## src/hw/spi_reg_consts.svh

```systemverilog
// widths and sizes shared by the spi register bank
// include wherever a byte, an address or the sync depth is needed
`ifndef SPI_REG_CONSTS_SVH
`define SPI_REG_CONSTS_SVH

// bits per spi transfer
`define SPI_BYTE_BITS 8

// full address space, pointer wraps here
`define SPI_REG_COUNT 16

// addresses below this are rw, the rest read status bytes
`define SPI_REG_WR_COUNT 12

// flops per pin synchronizer, at least 2
`define SPI_SYNC_STAGES 2

`endif

```

## src/hw/spi_reg_pkg.sv

```systemverilog
// struct types passed between the spi front end, shifter and command stage
// referenced by scoped name from each module
`default_nettype none

`include "spi_reg_consts.svh"

package spi_reg_pkg;

	// raw pins as they arrive at the top
	typedef struct packed {
		logic cs;                               // chip select, active low
		logic sclk;                             // master clock, async to sys_clk
		logic mosi;                             // master out
	} spi_pins_t;

	// front end to shifter, all synchronous to sys_clk
	typedef struct packed {
		logic sel;                              // cs low, synced
		logic start;                            // cs fall pulse
		logic sample;                           // capture mosi now
		logic shift;                            // present next miso bit
	} spi_strobe_t;

	// shifter to command stage
	typedef struct packed {
		logic [`SPI_BYTE_BITS-1:0] data;        // last completed byte
		logic                      done;        // one cycle per byte
		logic                      first;       // byte is the command
	} spi_byte_t;

	// parallel write port toward downstream logic
	typedef struct packed {
		logic                               en;     // one cycle strobe
		logic [$clog2(`SPI_REG_COUNT)-1:0]  addr;   // register index
		logic [`SPI_BYTE_BITS-1:0]          data;   // written byte
	} reg_wr_t;

endpackage

`default_nettype wire

```

## src/hw/spi_edge_sync.sv

```systemverilog
// spi pin front end: synchronizes cs, sclk and mosi into sys_clk
// and turns sclk transitions into sample and shift strobes for the mode
`timescale 1ns/10ps
`default_nettype none

`include "spi_reg_consts.svh"

module spi_edge_sync #(
	parameter bit CPOL = 1'b0,                  // sclk idle level
	parameter bit CPHA = 1'b0                   // 0: sample on leading edge
) (
	input  logic                      sys_clk,
	input  logic                      sys_rst_n,
	input  spi_reg_pkg::spi_pins_t    pins,     // async pins
	output spi_reg_pkg::spi_strobe_t  strb,     // registered strobes
	output logic                      mosi_sync // aligned with strb
);

	// idle bus: cs high, sclk at cpol
	localparam spi_reg_pkg::spi_pins_t PINS_IDLE = '{cs: 1'b1, sclk: CPOL, mosi: 1'b0};

	spi_reg_pkg::spi_pins_t [`SPI_SYNC_STAGES-1:0] pin_sync;  // synchronizer chain
	spi_reg_pkg::spi_pins_t pin_s;              // synchronizer output
	logic cs_d;                                 // delayed cs, for edge detect
	logic sclk_d;                               // delayed sclk
	logic sel_now;                              // cs active this cycle
	logic cs_fall;
	logic lead_edge;                            // away from cpol level
	logic trail_edge;                           // back to cpol level

	assign pin_s   = pin_sync[`SPI_SYNC_STAGES-1];
	assign sel_now = ~pin_s.cs;
	assign cs_fall = cs_d & ~pin_s.cs;

	// edges only count inside a frame
	assign lead_edge  = sel_now & (sclk_d == CPOL) & (pin_s.sclk != CPOL);
	assign trail_edge = sel_now & (sclk_d != CPOL) & (pin_s.sclk == CPOL);

	always_ff @(posedge sys_clk) begin
		if (!sys_rst_n) begin
			pin_sync <= {`SPI_SYNC_STAGES{PINS_IDLE}};
			cs_d     <= 1'b1;                   // no false start out of reset
			sclk_d   <= CPOL;
			strb     <= '0;
		end else begin
			pin_sync     <= {pin_sync[`SPI_SYNC_STAGES-2:0], pins};
			cs_d         <= pin_s.cs;
			sclk_d       <= pin_s.sclk;
			strb.sel     <= sel_now;
			strb.start   <= cs_fall;
			strb.sample  <= CPHA ? trail_edge : lead_edge;  // mode 0/2 sample leading
			strb.shift   <= CPHA ? lead_edge : trail_edge;
		end
	end

	// one more stage so mosi lines up with the sample strobe
	always_ff @(posedge sys_clk) begin
		mosi_sync <= pin_s.mosi;
	end

endmodule

`default_nettype wire

```

## src/hw/spi_slave.sv

```systemverilog
// spi bit engine: builds mosi bytes on sample strobes, shifts the
// transmit byte out on miso and flags each completed byte
// tx_data is reloaded at frame start and one cycle after every byte
`timescale 1ns/10ps
`default_nettype none

`include "spi_reg_consts.svh"

module spi_slave (
	input  logic                       sys_clk,
	input  logic                       sys_rst_n,
	input  spi_reg_pkg::spi_strobe_t   strb,
	input  logic                       mosi_sync,
	input  logic [`SPI_BYTE_BITS-1:0]  tx_data,    // next byte to send
	output logic                       miso,
	output spi_reg_pkg::spi_byte_t     rx
);

	localparam int CW = $clog2(`SPI_BYTE_BITS);
	localparam logic [CW-1:0] LAST_BIT = CW'(`SPI_BYTE_BITS - 1);

	logic [`SPI_BYTE_BITS-1:0] rx_shift;        // msb first
	logic [`SPI_BYTE_BITS-1:0] tx_shift;        // top bit on miso
	logic [CW-1:0]             bit_cnt;         // samples taken in this byte
	logic                      done_r;
	logic                      done_d;          // reload slot for tx_shift
	logic                      first_pend;      // next byte is a command

	assign miso = strb.sel & tx_shift[`SPI_BYTE_BITS-1];  // quiet outside a frame

	assign rx.data  = rx_shift;
	assign rx.done  = done_r;
	assign rx.first = first_pend;

	always_ff @(posedge sys_clk) begin
		if (!sys_rst_n) begin
			bit_cnt    <= '0;
			done_r     <= 1'b0;
			done_d     <= 1'b0;
			first_pend <= 1'b1;
		end else begin
			done_r <= strb.sample & (bit_cnt == LAST_BIT);
			done_d <= done_r;

			if (!strb.sel)
				bit_cnt <= '0;                  // cs high drops partial byte
			else if (strb.sample)
				bit_cnt <= bit_cnt + 1'b1;      // wraps after eighth bit

			if (!strb.sel)
				first_pend <= 1'b1;             // held while idle
			else if (done_r)
				first_pend <= 1'b0;
		end
	end

	always_ff @(posedge sys_clk) begin
		if (strb.sample)
			rx_shift <= {rx_shift[`SPI_BYTE_BITS-2:0], mosi_sync};

		// a shift at bit 0 would skip the freshly loaded msb, so hold it
		if (strb.start || done_d)
			tx_shift <= tx_data;
		else if (strb.shift && bit_cnt != '0)
			tx_shift <= {tx_shift[`SPI_BYTE_BITS-2:0], 1'b0};
	end

endmodule

`default_nettype wire

```

## src/hw/spi_reg_cmd.sv

```systemverilog
// frame decoder and register bank behind the spi slave
// first byte of a frame is the command: bit 7 write, bits 3:0 start address
// later bytes write or read at an auto-incrementing pointer
// upper addresses map the status word, lsb first
`timescale 1ns/10ps
`default_nettype none

`include "spi_reg_consts.svh"

module spi_reg_cmd (
	input  logic                         sys_clk,
	input  logic                         sys_rst_n,
	input  spi_reg_pkg::spi_byte_t       rx,
	input  logic [4*`SPI_BYTE_BITS-1:0]  status,   // read-only word
	output logic [`SPI_BYTE_BITS-1:0]    tx_data,  // byte the slave sends next
	output spi_reg_pkg::reg_wr_t         reg_wr
);

	localparam int AW = $clog2(`SPI_REG_COUNT);
	localparam logic [AW-1:0] WR_LIMIT = AW'(`SPI_REG_WR_COUNT);

	logic [`SPI_BYTE_BITS-1:0] regs [`SPI_REG_WR_COUNT];  // rw bank
	logic [AW-1:0]             ptr;             // current address
	logic [AW-1:0]             rd_addr;         // address tx_data will show
	logic [`SPI_BYTE_BITS-1:0] rd_val;
	logic                      wr_mode;         // latched from command bit 7
	logic                      wr_hit;          // data byte lands in the bank
	logic                      wr_en;
	logic [AW-1:0]             wr_addr;
	logic [`SPI_BYTE_BITS-1:0] wr_data;

	assign reg_wr.en   = wr_en;
	assign reg_wr.addr = wr_addr;
	assign reg_wr.data = wr_data;

	// command sets the pointer, data bytes step it, 4 bits wrap at 16
	assign rd_addr = rx.first ? rx.data[AW-1:0] : ptr + 1'b1;
	assign wr_hit  = rx.done & ~rx.first & wr_mode & (ptr < WR_LIMIT);

	// status region starts on a multiple of 4, so low bits pick the byte
	always_comb begin
		if (rd_addr < WR_LIMIT)
			rd_val = regs[rd_addr];
		else
			rd_val = status[rd_addr[1:0] * `SPI_BYTE_BITS +: `SPI_BYTE_BITS];
	end

	always_ff @(posedge sys_clk) begin
		if (!sys_rst_n) begin
			wr_mode <= 1'b0;
			ptr     <= '0;
			tx_data <= '0;
			wr_en   <= 1'b0;
		end else begin
			wr_en <= wr_hit;                    // one cycle after byte done
			if (rx.done && rx.first) begin
				wr_mode <= rx.data[`SPI_BYTE_BITS-1];
				ptr     <= rx.data[AW-1:0];
			end else if (rx.done) begin
				ptr <= ptr + 1'b1;
			end

			if (rx.done)
				tx_data <= rd_val;              // value at the new pointer
			else if (rx.first)
				tx_data <= '0;                  // command byte returns zero
		end
	end

	always_ff @(posedge sys_clk) begin
		if (!sys_rst_n) begin
			for (int i = 0; i < `SPI_REG_WR_COUNT; i++) begin
				regs[i] <= '0;
			end
		end else if (wr_hit) begin
			regs[ptr] <= rx.data;
		end
	end

	// write port payload, qualified by wr_en
	always_ff @(posedge sys_clk) begin
		if (wr_hit) begin
			wr_addr <= ptr;
			wr_data <= rx.data;
		end
	end

endmodule

`default_nettype wire

```

## src/hw/spi_reg_top.sv

```systemverilog
// spi slave register bank top: pin front end, bit engine, command stage
// CPOL/CPHA select the spi mode, sclk half period must be >= 6 sys_clk
`timescale 1ns/10ps
`default_nettype none

`include "spi_reg_consts.svh"

module spi_reg_top #(
	parameter bit CPOL = 1'b0,
	parameter bit CPHA = 1'b0
) (
	input  logic                         sys_clk,
	input  logic                         sys_rst_n,
	input  spi_reg_pkg::spi_pins_t       pins,
	input  logic [4*`SPI_BYTE_BITS-1:0]  status,
	output logic                         miso,
	output spi_reg_pkg::reg_wr_t         reg_wr
);

	spi_reg_pkg::spi_strobe_t  strb;            // front end strobes
	logic                      mosi_sync;
	spi_reg_pkg::spi_byte_t    rx;              // received bytes
	logic [`SPI_BYTE_BITS-1:0] tx_data;         // bank to shifter

	spi_edge_sync #(
		.CPOL (CPOL),
		.CPHA (CPHA)
	) u_edge_sync (
		.sys_clk   (sys_clk),
		.sys_rst_n (sys_rst_n),
		.pins      (pins),
		.strb      (strb),
		.mosi_sync (mosi_sync)
	);

	spi_slave u_slave (
		.sys_clk   (sys_clk),
		.sys_rst_n (sys_rst_n),
		.strb      (strb),
		.mosi_sync (mosi_sync),
		.tx_data   (tx_data),
		.miso      (miso),
		.rx        (rx)
	);

	spi_reg_cmd u_cmd (
		.sys_clk   (sys_clk),
		.sys_rst_n (sys_rst_n),
		.rx        (rx),
		.status    (status),
		.tx_data   (tx_data),
		.reg_wr    (reg_wr)
	);

endmodule

`default_nettype wire

```

## config.mk

```make
export PLATFORM = sky130hd
export DESIGN_NAME = spi_reg_top
export DESIGN_NICKNAME = d
export VERILOG_FILES = /design/src/hw/spi_reg_pkg.sv /design/src/hw/spi_edge_sync.sv /design/src/hw/spi_slave.sv /design/src/hw/spi_reg_cmd.sv /design/src/hw/spi_reg_top.sv
export VERILOG_INCLUDE_DIRS = /design/src /design/src/hw
export SDC_FILE = /design/constraint.sdc
export NUM_CORES = 1
export LEC_CHECK = 0
export BUFFER_PORTS_ARGS = -buffer_cell sky130_fd_sc_hd__buf_2
export CAP_MARGIN = 25
export CORE_MARGIN = 8
export CORE_UTILIZATION = 54
export DETAILED_ROUTE_END_ITERATION = 16
export GPL_TIMING_DRIVEN = 0
export PLACE_DENSITY = 0.73
export SLEW_MARGIN = 25
export SYNTH_ARGS = -nofsm -noshare
export SYNTH_HDL_FRONTEND = slang
export SYNTH_HIERARCHICAL = 1
export SYNTH_SLANG_ARGS = --single-unit
```

## constraint.sdc

```tcl
create_clock -name sys_clk -period 2.1 [get_ports sys_clk]
set_clock_uncertainty 0.15 [all_clocks]
set_input_delay 0.21 -clock sys_clk [delete_from_list [all_inputs] [get_ports sys_clk]]
set_output_delay 0.21 -clock sys_clk [all_outputs]
set_load 0.05 [all_outputs]
```

# Yosys cells after proc, flatten, opt, wreduce, memory -nomap -nowiden
# Memories as Yosys holds them, arrays and structs flattened.
# Index checks and enable logic that the tools add are counted.
[classes]
add_sub_neg = 2
n_lt_le_gt_ge = 2
n_eq_ne = 1
shifts = 1
mux = 15
n_bitwise = 14
reduce_logical = 9
[ops]
columns = ["op", "count"]
rows = [
  ["$mux W8", 6],
  ["$shiftx A32 B6 Y8", 1],
  ["$mux W4", 4],
  ["$and A1 B1 Y1", 10],
  ["$lt A4 B4 Y1 const B", 2],
  ["$reduce_or A8 Y1", 1],
  ["$reduce_bool A2 Y1", 3],
  ["$mux W1", 5],
  ["$add A4 B1 Y4 const B", 1],
  ["$not A1 Y1", 4],
  ["$add A3 B1 Y3 const B", 1],
  ["$eq A3 B3 Y1 const B", 1],
  ["$reduce_bool A3 Y1", 1],
  ["$logic_and A1 B1 Y1", 2],
  ["$reduce_and A2 Y1", 1],
  ["$logic_or A1 B1 Y1", 1],
]
[totals]
ff_bits = 61
ram_bits = 96
input_bits = 37
output_inout_bits = 14
memories = 1
[memory_table]
columns = ["name", "words", "width", "read_ports", "rd_ports_with_merged_regs", "wr", "line", "source"]
rows = [
  ["u_cmd.regs", 12, 8, 1, 0, 12, "spi_reg_cmd.sv:22", "logic [`SPI_BYTE_BITS-1:0] regs [`SPI_REG_WR_COUNT];"],
]

# Longest topological paths before layout
# Gate-level depths: netlist (run 1).
[logic_depth]
depth_word = 9
depth_mapped = 9
depth_no_buf = 7

# Hierarchy
# The synthesis (run 1) kept the hierarchy.
[by_module_without_submodules]
columns = ["module", "instances", "cells_each", "area_each_um2", "seq_area_each_um2"]
rows = [
  ["spi_reg_cmd", 1, 434, 5874.4, 3523.4],
  ["spi_slave", 1, 53, 848.3, 600.6],
  ["spi_edge_sync", 1, 26, 359.1, 260.2],
]

# Worst setup path before layout (run 1)
# No wires, ideal clock.
[synth_path]
kind = "register -> register"
startpoint = "reg u_slave.first_pend"
endpoint = "mem u_cmd/regs[9][0] (netlist bit) (enable)"
t_arrival_ns = 1.769
t_required_ns = 1.624
setup_slack_ns = -0.144
stages_incl_launch_ff = 9
path_buffers = 4
period_less_slack_ns = 2.244
path_cell_list = "dfxtp_1 > buf_4 > buf_4 > nand2b_1 > nor3b_1 > and3_1 > clkbuf_1 > buf_2 > a21o_1"
[synth_rtl]
columns = ["element", "line", "source"]
rows = [
  ["start: declaration", "spi_slave.sv:27", "logic first_pend;"],
  ["start signal: assignment", "spi_slave.sv:40", "first_pend <= 1'b1;"],
  ["start signal: assignment", "spi_slave.sv:51", "first_pend <= 1'b1;"],
  ["start signal: assignment", "spi_slave.sv:53", "first_pend <= 1'b0;"],
  ["end: declaration", "spi_reg_cmd.sv:22", ""],
]

# Final worst setup path (run 1)
[layout_path]
startpoint = "reg u_cmd.ptr[0]"
endpoint = "reg u_cmd.tx_data[4]"
[layout_via]
elab_chain_len = 5
[layout_rtl]
columns = ["element", "line", "source"]
rows = [
  ["start: declaration", "spi_reg_cmd.sv:23", "logic [AW-1:0] ptr;"],
  ["start signal: assignment", "spi_reg_cmd.sv:58", "ptr <= rx.data[AW-1:0];"],
  ["start signal: assignment", "spi_reg_cmd.sv:60", "ptr <= ptr + 1'b1;"],
  ["$add A4 B1 Y4 (*)", "spi_reg_cmd.sv:37", "assign rd_addr = rx.first ? rx.data[AW-1:0] : ptr + 1'b1;"],
  ["$mux W4 (*)", "spi_reg_cmd.sv:37", ""],
  ["$shiftx A32 B6 Y8 (tied with other cells)", "spi_reg_cmd.sv:45", "rd_val = status[rd_addr[1:0] * `SPI_BYTE_BITS +: `SPI_BYTE_BITS];"],
  ["$mux W8 (*)", "spi_reg_cmd.sv:42", "if (rd_addr < WR_LIMIT)"],
  ["$mux W8 (*)", "spi_reg_cmd.sv:63", "if (rx.done)"],
  ["end signal: assignment", "spi_reg_cmd.sv:64", "tx_data <= rd_val;"],
  ["end: declaration", "spi_reg_cmd.sv:15", "output logic [`SPI_BYTE_BITS-1:0] tx_data,"],
]
# Mark *: on every way between the ends. The rest lies on a longest branch, timed or not.
# A chain may end at the register's enable or synchronous reset.

==> results by stage, run 1 <==
Status:
- The flow ran to the end, but the final reports show violations.
- The final reports fail on setup timing.

Hold path:
- For hold timing, the worst endpoint is u_cmd/tx_data[3].
- The worst hold path begins at status[19].
- The instance count along the most critical hold path is 4.
- The min-delay analysis places its worst path in the category in2reg.

Clocking:
- The clock sink count is between 150 and 200.
- Clock latency on the worst-skew pair, taken at its later pin, is ~0.42 ns.
- The number of CTS-inserted buffers is 17.
- The CTS tree is built.
- The maximum count of clock buffers along a single path is 2.
- The H-tree was split into 4 levels.
- The clock-pin transition on the worst setup and hold timing paths is approximately 0.06 ns.
- CTS placed an instance of clkbuf_16 at the clock tree root.

Power and ir drop:
- The sequential share of power is between 50% and 60%.
- The power density over cell area is ~760 nW/um^2.
- The overall power is around 6700 uW.
- The internal power summed over all cells is roughly 5300 uW.
- The switching share of power is 20.8%.
- The worst-case IR drop observed on VDD is slightly above 0.6 mV.
- The clock network fraction of design power is 45.0%.
- In this run, the combinational gates consume 3.3% of the power.
- The analysis attributes to net switching a power of roughly 1400 uW.
- The leakage power figure is about 0.0037 uW.

Synthesis:
- The most used flip-flop cell after synthesis is edfxtp_1.
- In the synthesized netlist, the number of instances is between 500 and 600.
- The synthesized netlist contains 42 unique library cells.
- For this run, asynchronously set or reset flops after synthesis account for 0%.
- Averaged over all synthesized cells, the footprint is 13.8 sq um.
- The net count of the mapped netlist is about 560.
- The synthesized design contains 157 register bits.
- Yosys printed 6 warnings.
- The mapped netlist covers a little over 7000 sq um.
- After synthesis, flip-flops and latches occupy 61.9% of the total area.
- In this run, synthesis inferred about 120 flip-flops with an integrated enable.

Routing:
- After detailed routing, the number of remaining DRC violations is 0.
- Before antenna repair, the detailed router went through 6 iterations.
- The residual antenna-violating net count after detailed routing is 0.
- The detailed router finished its first iteration with a little over 700 violations.
- The wire length per cell is ~25 um.
- The sum of routed wire length over all layers is about 20000 um.
- The via count is 5185.
- The per-cell via count in the routed design is approximately 6.4.

Layout:
- The library cell used most frequently in the layout, excluding fill and tap cells, is edfxtp_1.
- In the layout the commonest cells are edfxtp_1, and3_1, buf_2, dfxtp_1, buf_4.
- Summing all non-filler instances in the final layout gives an area of around 8900 sq um.
- The fraction of the core area covered by cells at the end of the flow is ~68%.
- The fraction of final layout cells with drive strength greater than 1 is between 30 and 40%.
- The area overhead of the layout relative to synthesis is 25.7%.
- After the last flow step, the layout net total stands at about 660.
- 0 antenna diodes ended up in the layout.

Placement:
- The post-DP HPWL is 12500 um.
- The number of buffer cells added on primary ports is 50.
- The congestion estimate from routability-driven global placement came to about 0.84.
- Summing all placed instances gives a cell area of around 7600 sq um.

Global routing:
- After global routing the overflow that remains totals 0.
- Entering global routing, the biggest net connects 17 pins.
- The initial antenna violation count came to 0.
- For this run, the total global-route usage over all layers was measured as 23.5%.
- The via count of the first global-routing pass is slightly below 5000.
- The first-pass GRT wire length is between 20000 and 30000 um.

Timing:
- After layout, the minimum clock period comes to about 2.3 ns.
- For this run, the top clock speed supported by timing is 0.428 GHz.
- The tightest hold path in the finished design has a slack of about 0.13 ns.
- After layout, the worst setup slack is -0.238 ns.
- Setup repair after global routing could not meet its margin everywhere.
- At the pin with the least slew margin, the transition time is around 0.77 ns.
- The final critical path takes up 111% of the cycle.
- Setup violations remaining at the end of the flow were counted as 8.
- The number of endpoints with negative hold slack in the final report was 0.
- The final count of pins violating max slew is 0.
- The remaining max-slew budget at the tightest pin is approximately half.

Floorplanning:
- During I/O placement, the number of pins put on the boundary was 51.
- The horizontal extent of the die is ~130 um.
- The floorplan step defined a die boundary enclosing 17000 sq um.
- In this run the vertical extent of the chip is between 100 and 150 um.
- The floorplan row count is 42.
- The core region is ~13000 sq um.
- For this configuration, the core starts out at a cell density of 54.3%.

Setup path:
- The path type of the worst setup path is reg2reg.
- The critical path goes through buf_4 > nor2_4 > a21o_1 > buf_6 > buf_12 > buf_12 > mux4_2 > a22oi_2 > nand4b_1.
- The worst reg-to-reg path cell count is 9.
- In this run the worst path has a maximum fanout of 6.
- STA classifies the critical path endpoint as a register.
- The capture point of the worst reg-to-reg path is u_cmd/tx_data[4].
- The dominant cell type by count on the critical path is buf_12.
- Data on the critical path is required at its endpoint by roughly 2.2 ns.
- For flop-to-flop paths, the worst setup slack is -0.24 ns.
- The startpoint of the most critical register-to-register path is u_cmd/ptr[0].
- The worst setup path is launched from a register.
- The worst endpoint data arrival time is around 2.5 ns.
- The critical-path cell with the highest stage delay is mux4_2.
- The largest single stage delay on the critical path is 0.50 ns.

Run:
- Across the run, the number of max-cap violations was 0.
-- metal layers --
metal	wire, um	track usage (%)	up-vias
met1	7450	30.4	2557
met4	678	11.1	0
li1	-	-	2182
met5	0	0	-
met2	9830	37.3	384
met3	2320	5.07	62
-- metrics by stage --
stage	setup WS [ns]	setup TNS, ns	cells
global route	-0.257	-2.02	808
CTS	-0.137	-0.787	799
global placement	-0.484	-47.12	739
detailed placement	-0.519	-53.71	739
floorplan	-0.0478	-1.53	513
finish	-0.238	-1.22	808
-- timing repair --
action                                  in CTS  in global routing
buffers inserted                            21                 11
cloned                                       4                  0
hold buffers                                 4                  0
endpoints found under the setup margin     193                151
pin swaps                                   19                 12
resized for setup                           79                 30
hold endpoints to repair                     4                  0
-- kinds of logic after synthesis --
logic type | after synthesis | share of synthesized area (%)
AND/OR/NAND/NOR | 183 | 15.5
flip-flops | 157 | 61.9
multiplexers | 60 | 12.0
buffers and inverters | 53 | 3.60
AO/OA/AOI/OAI | 51 | 5.44
adder cells (fa/ha/maj) | 7 | 1.24
XOR/XNOR | 2 | 0.247
-- area by class of cell --
type / instances / area [sq um]
flip-flops and latches: 157 / 4400
fillers: 875 / 4130
multi-input cells: 304 / 2680
repair buffers: 89 / 694
clock buffers: 22 / 522
plain buffers: 42 / 287
well taps: 176 / 220
clock inverters: 10 / 68.8
inverters: 8 / 38.8
-- critical path, delay by kind of cell, from the launching register on --
family,cells,cell delay [ns]
mux,1,0.50
flops,1,0.37
compound gates,2,0.38
simple gates,2,0.23
buf+inv,4,0.54
-- synthesized netlist by cell type, types with 4 or more instances --
master / count / area [sq um]
nand4b_1: 9 / 78.8
nand2b_1: 5 / 31.3
a21o_1: 14 / 105
dfxtp_1: 33 / 661
nor2b_1: 4 / 25.0
nor2_1: 14 / 52.6
o21ai_0: 4 / 20.0
mux4_1: 5 / 131
ha_1: 7 / 87.6
and3_1: 99 / 619
o211a_1: 8 / 80.1
mux2i_1: 19 / 190
mux2_2: 24 / 270
nand3_1: 18 / 90.1
mux4_2: 11 / 248
nand2_1: 16 / 60.1
buf_4: 6 / 45.0
edfxtp_1: 124 / 3720
o211ai_1: 8 / 60.1
inv_1: 7 / 26.3
clkbuf_1: 29 / 109
and2_1: 8 / 50.1
a22oi_1: 9 / 67.6
a21oi_1: 4 / 20.0
buf_2: 8 / 40.0
-- flip-flops by register name, indices dropped and copies added (netlist names), 3 cells and up --
register and cells:
u_edge_sync/pin_sync 3, u_slave/bit_cnt 3, u_edge_sync/strb 4, u_cmd/wr_addr 4, u_cmd/wr_data 8, u_cmd/ptr 4, u_edge_sync/pin_s 3, u_cmd/tx_data 8
u_cmd/regs 96, u_slave/tx_shift 8, u_slave/rx_shift 8
-- power by group through the flow --
stage | Clock [uW] | Combinational, uW | Sequential, uW
floorplan | 0 | 116 | 3520
global placement | 0 | 185 | 3530
detailed placement | 0 | 190 | 3540
CTS | 3040 | 212 | 3470
global route | 3160 | 233 | 3480
finish | 3030 | 222 | 3480
-- worst max path at each step --
stage,from,end,slack (ns),cells past startpoint
3_5_place_dp,u_cmd/ptr[1],u_cmd/tx_data[0],-0.52,9
6_report,u_cmd/ptr[0],u_cmd/tx_data[4],-0.24,9
4_1_cts,u_slave/first_pend,u_cmd/tx_data[4],-0.14,9
2_1_floorplan,u_slave/first_pend,u_cmd/regs[1][0],-0.05,8
3_3_place_gp,u_cmd/ptr[1],u_cmd/tx_data[3],-0.48,8
5_1_grt,u_cmd/ptr[0],u_cmd/tx_data[4],-0.26,9
No activity file was read; power rests on OpenSTA's default activity.
==> run 2, diff against run 1 <==
ABC_CLOCK_PERIOD_IN_PS = 2100   (was unset)
SKIP_LAST_GASP = 1   (was unset)
==> run 2 against run 1 <==
Effect of this change:
- the run still ends with setup timing left
- largest power group unchanged
- clock power about the same
- global-route usage up 0.14 points
- highest routed layer unchanged
- cell count unchanged
- sequential power about the same
- largest cell class unchanged
- first-iteration DRC count down 22%
- total power about the same
- register-to-register slack worse by 0.02 ns
- worst hold slack worse by 0.015 ns
==> results by stage, run 2 (same netlist as run 1, synthesis figures left out) <==
Floorplanning:
- The overall die area is 17000 sq um (unchanged).
- The horizontal extent of the die is 131 um (unchanged).
- The initial core utilization is 54.3% (unchanged).
- The number of top-level pins is 51 (unchanged).
- The die outline height is 131 um (unchanged).
- The area of the core is 13000 sq um (unchanged).
- The floorplan row count is 42 (unchanged).

Timing:
- The period utilization is 112% (+0.92 points).
- The slack of the critical path is -0.258 ns (-0.0194 ns).
- The number of endpoints with negative hold slack in the final report is 0 (unchanged).
- The aggregate negative setup slack is -1.55 ns (-0.333 ns).
- Setup repair after global routing could not meet its margin everywhere.
- The final count of pins violating max slew came to 0 (unchanged).
- The total of endpoints with negative setup slack in the final report came to 8 (unchanged).
- The slew at the pin with the worst max-slew slack is 0.806 ns (+0.0390 ns).
- The time the final worst path needs with I/O delays and setup came to 2.36 ns (+0.0194 ns).
- The maximum frequency from static timing analysis is 0.424 GHz (-0.82%).
- The remaining max-slew budget at the tightest pin came to 46.1% (-2.5 points).

Status:
- The final reports fail on setup timing.
- The flow ran to the end, but the final reports show violations.

Layout:
- The most common cell after layout, fill and taps aside is edfxtp_1.
- The number of flip-flops in the largest register is 96 (unchanged).
- The final instance count without filler cells came to 808 (unchanged).
- The number of antenna cells inserted is 0 (unchanged).
- The largest register by flop count is u_cmd/regs.
- The fraction of final layout cells with drive strength greater than 1 was 36.6% (-0.16 points).
- The filler cell count is 872 (-0.34%).
- The library cells used most frequently in the layout, excluding fill and tap cells, are edfxtp_1, and3_1, buf_2, dfxtp_1, buf_4.
- The footprint of the multi-input gates is 2690 sq um (+0.47%).
- The sequential cell area is 4400 sq um (unchanged).
- Relative to the synthesized area, the layout overhead comes to 26.3%.
- The layout net count was 663 (unchanged).

Clocking:
- The clock sink count was 157 (unchanged).
- The clock root buffer master is clkbuf_16.
- The maximum count of clock buffers along a single path is 2 (unchanged).
- The clock-pin transition on the worst setup and hold timing paths came to 0.06 ns (about the same).
- The CTS tree is built.
- The H-tree depth is 4 (unchanged).
- The clock latency reported for the late side of the worst-skew pair came to 0.43 ns (about the same).
- The number of CTS-inserted buffers was 17 (unchanged).

Run:
- The max-capacitance violation count is 0 (unchanged).

Placement:
- The post-DP HPWL is 12500 um (unchanged).
- The number of buffer cells added on primary ports is 50 (unchanged).
- The number of placed cells counting well taps is 739 (unchanged).
- The routability congestion estimate from global placement was 0.841 (unchanged).

Global routing:
- The maximum number of pins on one net before global-route repair is 17 (unchanged).
- The first-pass GRT wire length is 29100 um (+0.38%).
- The via count of the first global-routing pass is 4977 (+0.10%).
- The aggregate global routing overflow came to 0 (unchanged).
- The overall global routing resource usage was 23.7% (+0.14 points).
- The initial antenna violation count is 0 (unchanged).

Routing:
- The sum of routed wire length over all layers is 20300 um (+0.20%).
- The number of design rule violations left after detail routing is 0 (unchanged).
- The residual antenna-violating net count after detailed routing is 0 (unchanged).
- The detailed-routing iteration count for the pre-antenna-repair pass is 5 (-1).
- The via count came to 5208 (+0.44%).
- The per-cell via count in the routed design is 6.45 (+0.44%).
- The detailed router's first-iteration violation count was 559 (-22%).
- The wire length per cell is 25.1 um (+0.20%).

Setup path:
- The data required time at the worst endpoint is 2.23 ns (about the same).
- The worst endpoint data arrival time was 2.48 ns (about the same).
- The nature of the critical path endpoint is a register.
- The critical path in this run is classified as reg2reg.
- The maximum net fanout on the critical path came to 5 (-1).
- The type of element launching the critical path is a register.

Hold path:
- The classification of the worst-slack hold path is in2reg.

Power and ir drop:
- The power density over cell area is 753 nW/um^2 (-0.38%).
- The leakage power figure is 0.00371 uW (+0.54%).
- The maximum vdd ir drop was 0.606 mV (-0.96%).
run 2: cell counts in the layout (fill, tap and decap cells not counted):
Identical to the previous run, type by type.
run 2: critical path: stages, from the launching register on:
cell and delay (ns):
dfxtp_4 0.38, inv_4 0.05, ha_4 0.24, mux2i_4 0.19
buf_12 0.15, buf_8 0.12, buf_12 0.11, buf_12 0.11
mux2i_1 0.20, nand3_1 0.12, o211ai_1 0.22, nand4b_1 0.17
run 2: repair_timing:
item / CTS / global route
hold buffers: 4 / 0
gates resized for setup: 77 / 34
pin swaps: 16 / 15
setup buffers: 21 / 10
setup endpoints to repair: 193 / 151
gates cloned: 4 / 0
hold endpoints to repair: 4 / 0
run 2: power by group:
group	switching, uW	leakage, uW	internal (uW)
registers	37.5	0.00143	3440
clock network	1260	0.000301	1780
logic	113	0.00197	110
run 2: layout make-up:
| type | count | share of cell area, % |
|---|---|---|
| plain buffers | 43 | 3.43 |
| inverters | 8 | 0.434 |
| repair buffers | 88 | 7.86 |
| well taps | 176 | 2.46 |
| multi-input cells | 304 | 30.1 |
| clock inverters | 10 | 0.769 |
| clock buffers | 22 | 5.83 |
| flip-flops and latches | 157 | 49.1 |
run 2: stage by stage:
stage	util (%)	total power (uW)	hold WS, ns	instance area, sq um	worst slack, ns
3_5_place_dp	58.3	3730	0.168	7600	-0.519
5_1_grt	68.6	6880	0.129	8950	-0.275
3_3_place_gp	58.3	3720	0.163	7600	-0.484
6_report	68.6	6730	0.114	8950	-0.258
4_1_cts	67.2	6730	0.118	8750	-0.137
2_1_floorplan	-	3640	0.160	7130	-0.0478
run 2: worst paths after layout:
path | from | endpoint | slack (ns) | cells past startpoint
min | status[22] | u_cmd/tx_data[6] | 0.11 | 4
min reg2reg | u_edge_sync/pin_s[0] | u_edge_sync/mosi_sync | 0.18 | 0
max | u_cmd/ptr[1] | u_cmd/tx_data[1] | -0.26 | 11
max reg2reg | u_cmd/ptr[1] | u_cmd/tx_data[1] | -0.26 | 11
run 2: per-layer routing:
layer / track usage (%) / vias to the layer above / wire [um] / part of all wire, %
met3: 5.80 / 46 / 2180 / 11
li1: - / 2183 / - / -
met5: 0 / - / 0 / 0
met2: 38.0 / 357 / 9930 / 49
met4: 10.3 / 0 / 603 / 3.0
met1: 30.0 / 2622 / 7600 / 37
==> run 3, diff against run 2 <==
ABC_AREA = 1   (was unset)
MAX_ROUTING_LAYER = met4   (was unset)
==> run 3 against run 2 <==
Effect of this change:
- the flow now finishes without violations
- synthesized area rose by 2.2%
- combinational power rose by 3%
- critical path depth did not move
- fmax rose by 15%
- via count rose by 9.2%
- critical endpoint is now u_cmd/tx_data[7]
- largest cell class unchanged
- largest power group unchanged
==> results by stage, run 3 <==
Status:
- The run finished with clean final reports.

Timing:
- The number of endpoints with negative hold slack in the final report came to 0 (unchanged).
- The slew at the pin with the worst max-slew slack was 1.04 ns (+0.229 ns).
- The total of endpoints with negative setup slack in the final report is 0 (-8).
- The final count of pins violating max slew is 0 (unchanged).
- The maximum frequency from static timing analysis was 0.487 GHz (+15%).
- The worst hold-check slack is 0.0535 ns (-0.0604 ns).
- The period utilization came to 97.7% (-15 points).
- The time the final worst path needs with I/O delays and setup is 2.05 ns (-0.305 ns).
- The remaining max-slew budget at the tightest pin is 31.0% (-15 points).
- The slack of the critical path is 0.0473 ns (+0.305 ns).
- Setup repair after global routing could not meet its margin everywhere.

Synthesis:
- Sorting the synthesized cells by area gives the leading types as edfxtp_1, nand2_1, dfxtp_1.
- The number of distinct library cells after synthesis is 31 (-26%).
- The synthesis warning total was 6 (unchanged).
- The area of the mapped netlist is 7240 sq um (+2.2%).
- The flip-flop and latch count after synthesis is 157 (unchanged).
- The part of the Yosys area used for sequential elements was 60.6% (-1.3 points).
- The synthesized area per cell came to 9.35 sq um (-32%).
- Among all flip-flop cells after synthesis, the most frequent one is edfxtp_1.
- The area fraction of the dominant cell type after synthesis came to 51.5% (-1.1 points).
- The net count of the mapped netlist was 818 (+47%).
- The post-synthesis async set-or-reset flop share is 0% (unchanged).
- The number of standard cells after synthesis came to 774 (+51%).
- nand2_1 is the most common cell in the netlist.
- The count of flip-flops with a built-in enable after synthesis came to 124 (unchanged).
- The commonest cells after synthesis are nand2_1, nor2_1, edfxtp_1, nand3_1, inv_1.
- The largest area contributor in the netlist is edfxtp_1.

Clocking:
- The clock latency reported for the late side of the worst-skew pair is 0.42 ns (about the same).
- TritonCTS built the clock tree.
- The clock root buffer master is clkbuf_16.
- The maximum count of clock buffers along a single path is 2 (unchanged).
- The clock sink count is 157 (unchanged).
- The H-tree depth was 4 (unchanged).
- The number of CTS-inserted buffers is 17 (unchanged).
- The clock-pin transition on the worst setup and hold timing paths is 0.06 ns (about the same).

Power and ir drop:
- The power density over cell area is 752 nW/um^2 (-0.16%).
- The switching power summed over all nets is 1390 uW (-1.3%).
- The internal power summed over all cells is 5370 uW (+0.77%).
- The clock network fraction of design power was 45.2% (about the same).
- The sequential share of power is 51.4% (-0.2 points).
- The switching share of power came to 20.5% (-0.35 points).
- The relative contribution of combinational cells to total power was 3.4% (about the same).
- The maximum vdd ir drop is 0.573 mV (-5.5%).
- The leakage power figure is 0.00374 uW (+0.75%).

Global routing:
- The overall global routing resource usage is 21.7% (-2.0 points).
- The aggregate global routing overflow was 0 (unchanged).
- After global routing, the most crowded layer is met2.
- The fraction of met3 tracks used by global routing is 4.73% (-1.1 points).
- The met1 global-route usage was 25.7% (-4.3 points).
- The initial antenna violation count is 0 (unchanged).
- The maximum number of pins on one net before global-route repair came to 17 (unchanged).
- The first-pass GRT wire length is 28400 um (-2.6%).
- The via count of the first global-routing pass is 5374 (+8.0%).
- The fraction of met2 tracks used by global routing is 34.9% (-3.1 points).

Routing:
- The detailed router's first-iteration violation count came to 561 (+0.36%).
- The per-cell via count in the routed design was 5.39 (-16%).
- The via count is 5686 (+9.2%).
- The residual antenna-violating net count after detailed routing came to 0 (unchanged).
- The wire length per cell came to 17.7 um (-29%).
- The number of design rule violations left after detail routing is 0 (unchanged).
- The sum of routed wire length over all layers was 18700 um (-7.9%).
- The detailed-routing iteration count for the pre-antenna-repair pass is 5 (unchanged).

Setup path:
- The nature of the critical path endpoint is a register.
- The family with the most delay on the worst path is compound AO/OA/AOI/OAI gates.
- The path type of the worst setup path is reg2reg.
- The maximum net fanout on the critical path is 8 (+3).
- The internal reg-to-reg setup slack is 0.05 ns (+0.30 ns).
- The data required time at the worst endpoint is 2.30 ns (+0.07 ns).
- The most numerous cell type found on the critical path is nand2_1.
- The worst endpoint data arrival time is 2.26 ns (-0.22 ns).
- The peak per-stage delay on the critical path is 0.39 ns (about the same).
- The critical-path cell with the highest stage delay is dfxtp_4.
- The buffering stage count on the worst path with inverters included is 2 (-3).
- Traced cell by cell, the critical path runs through inv_4 > ha_4 > nand2_2 > o21ai_4 > buf_6 > o21ai_0 > o21ai_1 > nand2_1 > nand3_1 > nand2_1 > a21oi_1.
- The type of element launching the critical path is a register.

Layout:
- The area overhead of the layout relative to synthesis is 24.2%.
- The filler cell count is 995 (+14%).
- The number of flip-flops in the largest register is 96 (unchanged).
- The top cell types in the final layout, fill and taps aside, are nand2_1, nor2_1, edfxtp_1, nand3_1, inv_1.
- The sequential cell area came to 4390 sq um (about the same).
- The fraction of final layout cells with drive strength greater than 1 is 22.0% (-15 points).
- The footprint of the multi-input gates is 2690 sq um (-0.23%).
- The number of antenna cells inserted is 0 (unchanged).
- Leaving out fill and tap cells, the most frequent cell in the layout is nand2_1.
- The final instance count without filler cells is 1054 (+30%).
- The largest register by flop count is u_cmd/regs.
- The layout net count is 909 (+37%).

Placement:
- The number of buffer cells added on primary ports was 50 (unchanged).
- The number of placed cells counting well taps is 1000 (+35%).
- The routability congestion estimate from global placement came to 0.899 (+6.8%).
- The post-place setup slack came to -0.495 ns (+0.0238 ns).
- The post-DP HPWL came to 12700 um (+1.3%).

Floorplanning:
- The horizontal extent of the die is 132 um (+0.95%).
- The floorplan row count is 42 (unchanged).
- The initial core utilization is 54.9% (+0.52 points).
- The area of the core was 13200 sq um (+1.2%).
- The number of top-level pins is 51 (unchanged).
- The die outline height is 132 um (+0.95%).
- The overall die area is 17400 sq um (+1.9%).

Hold path:
- The classification of the worst-slack hold path is in2reg.

Run:
- The max-capacitance violation count was 0 (unchanged).
==> run 3: cell count changes after synthesis, moves of 9 or more <==
| cell | delta |
|---|---|
| a21o_1 | -14 |
| a22oi_1 | -9 |
| and3_1 | -98 |
| clkbuf_1 | -18 |
| inv_1 | +57 |
| mux2_2 | -24 |
| mux2i_1 | -19 |
| mux4_2 | -11 |
| nand2_1 | +177 |
| nand3_1 | +95 |
| nand3_2 | +9 |
| nand4b_1 | -9 |
| nor2_1 | +119 |
| o21ai_1 | +10 |
==> run 3: final cells by class <==
type	count	area share (%)
plain buffers	36	3.17
repair buffers	74	5.80
multi-input cells	511	29.9
inverters	68	3.05
well taps	176	2.45
flip-flops and latches	157	48.9
clock buffers	24	6.08
clock inverters	8	0.710
==> run 3: final timing paths <==
| kind | startpoint | end | depth (start not counted) |
|---|---|---|---|
| worst max-delay path | u_cmd/ptr[0] | u_cmd/tx_data[7] | 11 |
| worst min-delay path | sys_rst_n | u_edge_sync/pin_sync[1] | 3 |
| worst max register to register | u_cmd/ptr[0] | u_cmd/tx_data[7] | 11 |
| worst min register to register | u_edge_sync/pin_s[0] | u_edge_sync/mosi_sync | 0 |
==> run 3: routing by layer <==
layer	vias up	wire length, um
li1	2726	-
met1	2703	7600
met2	214	9230
met3	43	1260
met4	0	620
met5	-	0
==> run 3: kinds of logic after synthesis <==
family          after synthesis  share of synthesized area [%]
compound gates               37                           3.08
xor+xnor                      1                          0.121
fa+ha+maj                     7                           1.21
buf+inv                     106                           6.85
flops                       157                           60.6
simple gates                466                           28.2
==> run 3: tightest hold or removal path, stage by stage <==
cell and delay [ns]:
buf_2 0.24, nand2_1 0.10, inv_1 0.03
==> run 3: through the flow <==
stage	util [%]	setup TNS [ns]	power (uW)	instance area, sq um
2_1_floorplan	-	0	3640	7240
3_3_place_gp	58.4	-27.99	3720	7710
3_5_place_dp	58.4	-29.63	3730	7710
4_1_cts	64.9	-2.55	6780	8560
5_1_grt	68.2	-0.0318	6960	8990
6_report	68.2	0	6760	8990
==> run 3: power groups by stage <==
stage	sequential, uW	combinational [uW]	clock (uW)
CTS	3470	214	3090
finish	3470	229	3050
floorplan	3530	115	0
detailed placement	3540	192	0
global placement	3540	186	0
global route	3480	253	3220
==> run 3: repair_timing <==
item / in CTS / in global routing
gates cloned: 0 / 1
hold buffers: 3 / 0
endpoints found under the setup margin: 104 / 112
gates resized for setup: 45 / 51
pin swaps: 2 / 10
hold endpoints to repair: 3 / 0
setup buffers: 4 / 16
